## config.mk

```make
export PLATFORM = sky130hd
export DESIGN_NAME = fmsynth
export DESIGN_NICKNAME = d
export VERILOG_FILES = /design/src/hdl/fm_pkg.sv /design/src/hdl/fm_eg.sv /design/src/hdl/fm_op.sv /design/src/hdl/fm_phase.sv /design/src/hdl/fm_regs.sv /design/src/hdl/fmsynth.sv
export SDC_FILE = /design/constraint.sdc
export NUM_CORES = 2
export LEC_CHECK = 0
export BUFFER_PORTS_ARGS = -buffer_cell sky130_fd_sc_hd__buf_2
export CORE_MARGIN = 10
export CORE_UTILIZATION = 59
export CTS_BUF_LIST = sky130_fd_sc_hd__clkbuf_4
export DETAILED_ROUTE_END_ITERATION = 10
export HOLD_SLACK_MARGIN = 0.12
export PLACE_DENSITY = 0.78
export REMOVE_ABC_BUFFERS = 1
export SLEW_MARGIN = 20
export SYNTH_ARGS = -nofsm -noshare
export SYNTH_HDL_FRONTEND = slang
export SYNTH_SLANG_ARGS = --single-unit
export TNS_END_PERCENT = 20
```

## constraint.sdc

```tcl
create_clock -name clk -period 19.4 [get_ports clk]
set_clock_uncertainty 0.05 [all_clocks]
set_input_delay 0 -clock clk [delete_from_list [all_inputs] [get_ports clk]]
set_output_delay 0 -clock clk [all_outputs]
set_load 0.02 [all_outputs]
```

## src/hdl/fm_pkg.sv

```systemverilog
package fm_pkg;

    //////////////////////////////////////////////////
    // Sequencer and waveform encodings
    //////////////////////////////////////////////////
    typedef enum logic [2:0] {
        ST_INIT,
        ST_FETCH,
        ST_WAVE,
        ST_MIX,
        ST_NEXT,
        ST_OUT,
        ST_BUS
    } seq_state_t;

    typedef enum logic [1:0] {
        WS_SQUARE      = 2'd0,
        WS_HALF_SQUARE = 2'd1,
        WS_SAW         = 2'd2,
        WS_TRIANGLE    = 2'd3
    } wave_t;

    //////////////////////////////////////////////////
    // Datapath widths
    //////////////////////////////////////////////////
    localparam int PHASE_W  = 19;
    localparam int ATT_W    = 9;
    localparam int SAMPLE_W = 13;
    localparam int ACC_W    = 19;

    // Silent attenuation and peak wave amplitude
    localparam logic [ATT_W-1:0]           ATT_MAX  = 9'd511;
    localparam logic signed [SAMPLE_W-1:0] WAVE_MAX = 13'sd4095;

    //////////////////////////////////////////////////
    // Register map
    //////////////////////////////////////////////////
    localparam logic [7:0] ADDR_KON     = 8'd0;
    localparam logic [7:0] ADDR_OP_BASE = 8'd16;

    // Operator word 0
    localparam int FNUM_LSB  = 0;
    localparam int BLOCK_LSB = 10;
    localparam int MULT_LSB  = 13;
    localparam int WS_LSB    = 17;
    localparam int PAN_L_BIT = 19;
    localparam int PAN_R_BIT = 20;

    // Operator word 1
    localparam int TL_LSB = 0;
    localparam int AR_LSB = 8;
    localparam int RR_LSB = 12;

    // Implemented bits of each word
    localparam logic [31:0] WORD0_MASK = 32'h001F_FFFF;
    localparam logic [31:0] WORD1_MASK = 32'h0000_FF3F;

endpackage

```

## src/hdl/fm_eg.sv

```systemverilog
module fm_eg
    import fm_pkg::*;
#(
    parameter int NUM_OPS = 16
) (
    input  logic             clk,
    input  logic             reset,

    input  logic [3:0]       op_sel,
    input  logic             op_step,
    input  logic             restart,
    input  logic             kon,

    input  logic [3:0]       ar,
    input  logic [3:0]       rr,

    output logic [ATT_W-1:0] att
);

    typedef enum logic [1:0] {
        EG_IDLE,
        EG_ATTACK,
        EG_SUSTAIN,
        EG_RELEASE
    } eg_state_t;

    eg_state_t        state_mem [NUM_OPS];
    logic [ATT_W-1:0] att_mem [NUM_OPS];

    eg_state_t        cur_state;
    logic [ATT_W-1:0] cur_att;
    eg_state_t        next_state;
    logic [ATT_W-1:0] next_att;

    logic [ATT_W-1:0] ar_step;
    logic [ATT_W-1:0] rr_step;
    logic [ATT_W:0]   att_up;

    // Attack falls by ar*8, release rises by rr*2 per round
    assign ar_step = {2'b00, ar, 3'b000};
    assign rr_step = {4'b0000, rr, 1'b0};
    assign att_up  = {1'b0, cur_att} + {1'b0, rr_step};

    //////////////////////////////////////////////////
    // Envelope step
    //////////////////////////////////////////////////
    always_comb begin
        next_state = cur_state;
        next_att   = cur_att;

        if (restart) begin
            next_state = EG_ATTACK;
            next_att   = ATT_MAX;
        end else begin
            case (cur_state)
                EG_IDLE: begin
                    next_att = ATT_MAX;
                end

                EG_ATTACK: begin
                    if (!kon) begin
                        next_state = EG_RELEASE;
                    end else if (ar == 4'd15 || cur_att <= ar_step) begin
                        next_att   = '0;
                        next_state = EG_SUSTAIN;
                    end else begin
                        next_att = cur_att - ar_step;
                    end
                end

                EG_SUSTAIN: begin
                    if (!kon)
                        next_state = EG_RELEASE;
                end

                EG_RELEASE: begin
                    if (att_up >= {1'b0, ATT_MAX}) begin
                        next_att   = ATT_MAX;
                        next_state = EG_IDLE;
                    end else begin
                        next_att = att_up[ATT_W-1:0];
                    end
                end

                default: next_state = EG_IDLE;
            endcase
        end
    end

    //////////////////////////////////////////////////
    // Per-operator storage
    //////////////////////////////////////////////////
    always_ff @(posedge clk or posedge reset) begin
        if (reset) begin
            for (int i = 0; i < NUM_OPS; i++)
                state_mem[i] <= EG_IDLE;
            cur_state <= EG_IDLE;
        end else begin
            cur_state <= state_mem[op_sel];
            if (op_step)
                state_mem[op_sel] <= next_state;
        end
    end

    always_ff @(posedge clk) begin
        cur_att <= att_mem[op_sel];
        if (op_step)
            att_mem[op_sel] <= next_att;
    end

    // An idle operator is always silent
    assign att = (cur_state == EG_IDLE) ? ATT_MAX : cur_att;

endmodule

```

## src/hdl/fm_op.sv

```systemverilog
module fm_op
    import fm_pkg::*;
(
    input  logic                       clk,

    input  wave_t                      ws,
    input  logic [9:0]                 phase,
    input  logic [ATT_W-1:0]           att,
    input  logic [5:0]                 tl,

    output logic signed [SAMPLE_W-1:0] result
);

    logic signed [SAMPLE_W-1:0]     wave;
    logic signed [15:0]             tri_raw;
    logic signed [15:0]             phase_s;
    logic [ATT_W:0]                 att_total;
    logic [ATT_W-1:0]               gain;
    logic signed [SAMPLE_W+ATT_W:0] product;

    //////////////////////////////////////////////////
    // Waveform shaping
    //////////////////////////////////////////////////
    assign phase_s = $signed({6'd0, phase});

    always_comb begin
        if (phase < 10'd256)
            tri_raw = phase_s <<< 4;
        else if (phase < 10'd768)
            tri_raw = (16'sd512 - phase_s) <<< 4;
        else
            tri_raw = (phase_s - 16'sd1024) <<< 4;
    end

    always_comb begin
        case (ws)
            WS_SQUARE:      wave = phase[9] ? -WAVE_MAX : WAVE_MAX;
            WS_HALF_SQUARE: wave = phase[9] ? '0 : WAVE_MAX;
            // p - 512 is p with the top bit flipped, times 8
            WS_SAW:         wave = $signed({~phase[9], phase[8:0], 3'b000});
            WS_TRIANGLE: begin
                if (tri_raw > WAVE_MAX)
                    wave = WAVE_MAX;
                else if (tri_raw < -WAVE_MAX)
                    wave = -WAVE_MAX;
                else
                    wave = tri_raw[SAMPLE_W-1:0];
            end
            default:        wave = '0;
        endcase
    end

    //////////////////////////////////////////////////
    // Gain from attenuation and total level
    //////////////////////////////////////////////////
    assign att_total = {1'b0, att} + {1'b0, tl, 3'b000};
    assign gain = (att_total >= {1'b0, ATT_MAX}) ? '0 : ATT_MAX - att_total[ATT_W-1:0];

    assign product = wave * $signed({1'b0, gain});

    // Shift right by 9, the top bits are sign only
    always_ff @(posedge clk) begin
        result <= product[SAMPLE_W+ATT_W-1:ATT_W];
    end

endmodule

```

## src/hdl/fm_phase.sv

```systemverilog
module fm_phase
    import fm_pkg::*;
#(
    parameter int NUM_OPS = 16
) (
    input  logic       clk,
    input  logic       reset,

    input  logic [3:0] op_sel,
    input  logic       op_step,
    input  logic       restart,

    input  logic [9:0] fnum,
    input  logic [2:0] block,
    input  logic [3:0] mult,

    output logic [9:0] phase
);

    logic [PHASE_W-1:0] phase_mem [NUM_OPS];
    logic [PHASE_W-1:0] cur_phase;
    logic [16:0]        base_inc;
    logic [20:0]        inc_mult;
    logic [PHASE_W-1:0] inc;
    logic [PHASE_W-1:0] next_phase;

    //////////////////////////////////////////////////
    // Phase increment
    //////////////////////////////////////////////////
    assign base_inc = {7'd0, fnum} << block;
    assign inc_mult = 21'(base_inc) * 21'(mult);

    // Multiplier 0 means one half
    assign inc = (mult == 4'd0) ? PHASE_W'(base_inc >> 1) : PHASE_W'(inc_mult);

    // Accumulator wraps at PHASE_W bits
    assign next_phase = restart ? '0 : cur_phase + inc;

    //////////////////////////////////////////////////
    // Accumulator memory
    //////////////////////////////////////////////////
    always_ff @(posedge clk) begin
        if (op_step)
            phase_mem[op_sel] <= next_phase;
    end

    // Registered read of the selected operator
    always_ff @(posedge clk or posedge reset) begin
        if (reset)
            cur_phase <= '0;
        else
            cur_phase <= phase_mem[op_sel];
    end

    assign phase = cur_phase[PHASE_W-1 -: 10];

endmodule

```

## src/hdl/fm_regs.sv

```systemverilog
module fm_regs
    import fm_pkg::*;
#(
    parameter int NUM_OPS = 16
) (
    input  logic        clk,
    input  logic        reset,

    input  logic [7:0]  bus_addr,
    input  logic [31:0] bus_wrdata,
    input  logic        bus_wr,
    output logic [31:0] bus_rddata,

    input  logic [3:0]  op_sel,
    input  logic        op_step,

    output logic [9:0]  fnum,
    output logic [2:0]  block,
    output logic [3:0]  mult,
    output wave_t       ws,
    output logic        pan_l,
    output logic        pan_r,
    output logic [5:0]  tl,
    output logic [3:0]  ar,
    output logic [3:0]  rr,
    output logic        kon,
    output logic        restart
);

    logic [31:0]        word0 [NUM_OPS];
    logic [31:0]        word1 [NUM_OPS];
    logic [NUM_OPS-1:0] kon_bits;
    logic [NUM_OPS-1:0] restart_bits;
    logic [NUM_OPS-1:0] restart_next;
    logic [7:0]         op_off;
    logic [3:0]         addr_op;
    logic               sel_kon;
    logic               sel_op;

    //////////////////////////////////////////////////
    // Address decode
    //////////////////////////////////////////////////
    assign sel_kon = (bus_addr == ADDR_KON);
    assign op_off  = bus_addr - ADDR_OP_BASE;
    assign sel_op  = (bus_addr >= ADDR_OP_BASE) && (op_off < 8'(2 * NUM_OPS));
    // Two words per operator, low bit picks the word
    assign addr_op = op_off[4:1];

    always_ff @(posedge clk or posedge reset) begin
        if (reset) begin
            for (int i = 0; i < NUM_OPS; i++) begin
                word0[i] <= '0;
                word1[i] <= '0;
            end
        end else if (bus_wr && sel_op) begin
            if (op_off[0])
                word1[addr_op] <= bus_wrdata & WORD1_MASK;
            else
                word0[addr_op] <= bus_wrdata & WORD0_MASK;
        end
    end

    //////////////////////////////////////////////////
    // Key-on and restart flags
    //////////////////////////////////////////////////
    always_comb begin
        restart_next = restart_bits;
        if (op_step)
            restart_next[op_sel] = 1'b0;
        // Rising key-on bits request a restart
        if (bus_wr && sel_kon)
            restart_next = restart_next | (bus_wrdata[NUM_OPS-1:0] & ~kon_bits);
    end

    always_ff @(posedge clk or posedge reset) begin
        if (reset) begin
            kon_bits     <= '0;
            restart_bits <= '0;
        end else begin
            restart_bits <= restart_next;
            if (bus_wr && sel_kon)
                kon_bits <= bus_wrdata[NUM_OPS-1:0];
        end
    end

    always_comb begin
        bus_rddata = '0;
        if (sel_kon)
            bus_rddata = 32'(kon_bits);
        else if (sel_op)
            bus_rddata = op_off[0] ? word1[addr_op] : word0[addr_op];
    end

    // Attributes of the operator being processed
    assign fnum    = word0[op_sel][FNUM_LSB +: 10];
    assign block   = word0[op_sel][BLOCK_LSB +: 3];
    assign mult    = word0[op_sel][MULT_LSB +: 4];
    assign ws      = wave_t'(word0[op_sel][WS_LSB +: 2]);
    assign pan_l   = word0[op_sel][PAN_L_BIT];
    assign pan_r   = word0[op_sel][PAN_R_BIT];
    assign tl      = word1[op_sel][TL_LSB +: 6];
    assign ar      = word1[op_sel][AR_LSB +: 4];
    assign rr      = word1[op_sel][RR_LSB +: 4];
    assign kon     = kon_bits[op_sel];
    assign restart = restart_bits[op_sel];

endmodule

```

## src/hdl/fmsynth.sv

```systemverilog
module fmsynth
    import fm_pkg::*;
#(
    parameter int NUM_OPS = 16
) (
    input  logic        clk,
    input  logic        reset,

    input  logic [7:0]  bus_addr,
    input  logic [31:0] bus_wrdata,
    input  logic        bus_wren,
    output logic [31:0] bus_rddata,
    output logic        bus_wait,

    output logic [15:0] audio_l,
    output logic [15:0] audio_r,
    output logic        sample_valid
);

    seq_state_t                 state;
    logic [3:0]                 op_sel;
    logic                       op_step;
    logic                       last_op;
    logic                       bus_wr;

    logic [9:0]                 fnum;
    logic [2:0]                 block;
    logic [3:0]                 mult;
    wave_t                      ws;
    logic                       pan_l;
    logic                       pan_r;
    logic [5:0]                 tl;
    logic [3:0]                 ar;
    logic [3:0]                 rr;
    logic                       kon;
    logic                       restart;
    logic                       phase_restart;

    logic [9:0]                 phase;
    logic [ATT_W-1:0]           att;
    logic signed [SAMPLE_W-1:0] result;
    logic signed [ACC_W-1:0]    result_ext;
    logic signed [ACC_W-1:0]    acc_l;
    logic signed [ACC_W-1:0]    acc_r;

    function automatic logic [15:0] clamp16(input logic signed [ACC_W-1:0] sum);
        if (sum > 19'sd32767)
            return 16'h7FFF;
        else if (sum < -19'sd32768)
            return 16'h8000;
        return sum[15:0];
    endfunction

    // Writes only land in the bus slot of each round
    assign bus_wait = bus_wren && (state != ST_BUS);
    assign bus_wr   = bus_wren && (state == ST_BUS);

    // Init reuses the write-back path to clear every operator
    assign op_step       = (state == ST_MIX) || (state == ST_INIT);
    assign phase_restart = restart || (state == ST_INIT);
    assign last_op       = (op_sel == 4'(NUM_OPS - 1));
    assign result_ext    = {{(ACC_W - SAMPLE_W){result[SAMPLE_W-1]}}, result};

    //////////////////////////////////////////////////
    // Operator blocks
    //////////////////////////////////////////////////
    fm_regs #(.NUM_OPS(NUM_OPS)) u_regs (
        .clk        (clk),
        .reset      (reset),
        .bus_addr   (bus_addr),
        .bus_wrdata (bus_wrdata),
        .bus_wr     (bus_wr),
        .bus_rddata (bus_rddata),
        .op_sel     (op_sel),
        .op_step    (op_step),
        .fnum       (fnum),
        .block      (block),
        .mult       (mult),
        .ws         (ws),
        .pan_l      (pan_l),
        .pan_r      (pan_r),
        .tl         (tl),
        .ar         (ar),
        .rr         (rr),
        .kon        (kon),
        .restart    (restart)
    );

    fm_phase #(.NUM_OPS(NUM_OPS)) u_phase (
        .clk     (clk),
        .reset   (reset),
        .op_sel  (op_sel),
        .op_step (op_step),
        .restart (phase_restart),
        .fnum    (fnum),
        .block   (block),
        .mult    (mult),
        .phase   (phase)
    );

    fm_eg #(.NUM_OPS(NUM_OPS)) u_eg (
        .clk     (clk),
        .reset   (reset),
        .op_sel  (op_sel),
        .op_step (op_step),
        .restart (restart),
        .kon     (kon),
        .ar      (ar),
        .rr      (rr),
        .att     (att)
    );

    fm_op u_op (
        .clk    (clk),
        .ws     (ws),
        .phase  (phase),
        .att    (att),
        .tl     (tl),
        .result (result)
    );

    //////////////////////////////////////////////////
    // Sequencer and stereo mix
    //////////////////////////////////////////////////
    always_ff @(posedge clk or posedge reset) begin
        if (reset) begin
            state        <= ST_INIT;
            op_sel       <= '0;
            acc_l        <= '0;
            acc_r        <= '0;
            audio_l      <= '0;
            audio_r      <= '0;
            sample_valid <= 1'b0;
        end else begin
            sample_valid <= 1'b0;

            case (state)
                ST_INIT: begin
                    op_sel <= op_sel + 4'd1;
                    if (last_op) begin
                        op_sel <= '0;
                        state  <= ST_FETCH;
                    end
                end

                ST_FETCH: state <= ST_WAVE;

                ST_WAVE: state <= ST_MIX;

                ST_MIX: begin
                    if (pan_l)
                        acc_l <= acc_l + result_ext;
                    if (pan_r)
                        acc_r <= acc_r + result_ext;
                    state <= ST_NEXT;
                end

                ST_NEXT: begin
                    if (last_op) begin
                        state <= ST_OUT;
                    end else begin
                        op_sel <= op_sel + 4'd1;
                        state  <= ST_FETCH;
                    end
                end

                ST_OUT: begin
                    audio_l      <= clamp16(acc_l);
                    audio_r      <= clamp16(acc_r);
                    sample_valid <= 1'b1;
                    acc_l        <= '0;
                    acc_r        <= '0;
                    state        <= ST_BUS;
                end

                ST_BUS: begin
                    op_sel <= '0;
                    state  <= ST_FETCH;
                end

                default: state <= ST_INIT;
            endcase
        end
    end

endmodule

```

==> metrics.cfg <==
[outcome]
status=finished clean

[power_and_ir_drop]
max-vdd-ir-drop_mv=0.0570
cellPowerDensity_nw_per_um2=69.4
p_leak_nw=28.8
power_mw=4.91

[routing]
avgRoutedWirePerCell_um=25.4
final_antenna_net_count=0
dr.pass1.iters=6
viasPerCell=6.44
vias=40840
drc=0
drtIter0Drc=4266
routed_wl_mm=161

[worst_setup_path]
crit_type=flop to flop
path_buf_inv=6
path_max_fanout=58
path_delay_family=adder cells
cp.arrival_ns=12.14
ff2ff_setup_slack_ns=8.27
cpMaxStageDelayCell=dfrtp_4
cp.required_ns=20.41
critPathMostFrequentCell=fa_1
max_stage_delay_ns=1.11
end_kind=flop
critPathLaunchType=flop

[clock_network]
clk_pin_slew_ns=0.08
cts_hold_buf=90
cts_buffer_depth=4
cts_repair_resize_count=0
htree_levels=5
clk_latency_ns=1.24
cts.sinks=1193
numCtsBuffers=319
post_cts_buffers=0
cts_root_buf=clkbuf_4
tritoncts=yes

[sta]
min_period_ns=11.13
fmax_mhz=89.9
setup_ws_ns=8.27
hold_viol_final=0
period_share_pct=57.4
setup_viol_count_final=0
tightest_slew_ns=1.18
slew_viol_final=0
relSlewSlack_pct=21.2
rsz0062_at_grt=false

[cells_and_area]
stdcell_area_um2=70700
n_fill_cell=7526
final_cell_mix=dfrtp_1 (719), mux2_2 (590), mux4_2 (500)
area_growth_pct=10.9
multiInputGateArea_um2=29900
nets=5023
final-seq-area_um2=32000
layout-drive-gt1-share_pct=37.5
final_common_cell=dfrtp_1

[yosys]
synth_cells=4393
synth_edf_count=448
syn_area_per_cell_um2=14.5
ys_types=82
synth_top_area_cell=dfrtp_1
yosysTopAreaCellShare_pct=28.4
async_reset_ff_share_pct=60.6
netlist_area_um2=63800
ys_top_cells_by_area=dfrtp_1 (28%), edfxtp_1 (21%), mux4_2 (18%)
synth-main-ff-cell=dfrtp_1
yosysWarnings=0
yosysSeqAreaShare_pct=50.2
yosys_register_bits=1193

[placed_design]
port_buffers=86
dpl_cell_area_um2=65700
dp_hpwl_mm=98.9
gp_congestion=0.901
dp_slack_ns=8.59

[floorplan]
ios=109
initial_utilization_pct=59.5
die-area_um2=122000
std_cell_rows=120
die_w_um=349
die_h_um=349
core_um2=107000

[min_path]
hold_class=input pin to flop

[global_route]
grt_pass1_vias=41969
grt_usage_pct=26.8
grt_pass1_wl_mm=249
grt-ovfl-total=0
grt_antenna_before_repair=6
grt_max_degree=107

[run]
cap_viol_max_count=0

## final timing paths
check,from,end,cells after the start
max,op_sel[1],u_op.result[12],31
min,bus_addr[2],u_regs.word0[266],5
max reg2reg,op_sel[1],u_op.result[12],31
min reg2reg,u_regs.restart_bits[2],u_regs.restart_bits[2],2
max in group asynchronous,reset,u_regs.word1[392],9
min in group asynchronous,reset,u_regs.word0[204],5
## cells in the mapped netlist (49+ instances only)
master / count
dfrtp_1: 723
mux2_2: 590
mux4_2: 500
edfxtp_1: 448
nand2_1: 271
nor2_1: 248
inv_1: 228
clkbuf_1: 193
ha_1: 140
fa_1: 133
a21oi_1: 121
o21ai_0: 93
nand3_1: 49
## stage by stage
step	hold WS, ns	utilization, %	cells	TNS [ns]
3_3_place_gp	0.218	61.3	5696	0
3_5_place_dp	0.226	61.3	5696	0
4_1_cts	0.136	65.9	6328	0
5_1_grt	0.213	66.0	6337	0
2_1_floorplan	0.0982	-	4114	-674.04
6_report	0.232	66.0	6337	0
## power breakdown
group	internal [mW]	switching (mW)
Clock	1.16	1.02
Combinational	0.0358	0.0855
Sequential	2.60	0
## sequential cells by signal (all words and copies together), names as in the netlist, 19 cells and up
signal and cells:
acc_r 19, u_phase.phase_mem 304, u_regs.word0 336, u_eg.state_mem 32, acc_l 19, u_eg.att_mem 144, u_phase.cur_phase 19, u_regs.word1 224
## tightest hold or removal path, delay by kind of cell
family / cells / cell delay [ns]
muxes: 1 / 0.24
buffers and inverters: 2 / 0.80
and+or+nand+nor: 2 / 0.35
## cell type report
type,count,area share [%]
Antenna cell,6,0.0212
Clock buffer,480,5.10
Clock inverter,62,0.485
Inverter,234,1.25
Multi-Input combinational cell,2687,42.2
Sequential cell,1193,45.2
Tap cell,1403,2.48
Timing Repair Buffer,272,3.19
## cells by family after synthesis
kind of cell	Yosys count	synth area share (%)
flip-flops	1193	50.2
XOR/XNOR	87	1.21
AND/OR/NAND/NOR	768	5.39
AO/OA/AOI/OAI	429	4.22
buffers and inverters	523	3.34
multiplexers	1119	28.8
other	1	0.00588
adder cells (fa/ha/maj)	273	6.92
## layer usage
layer / vias up / share of wire (%) / track usage (%)
li1: 17296 / - / -
met1: 21134 / 40 / 36.8
met2: 2024 / 47 / 41.2
met3: 382 / 9.5 / 6.28
met4: 4 / 3.6 / 11.0
met5: - / 0.016 / 0
(Power assumes the default switching activity.)
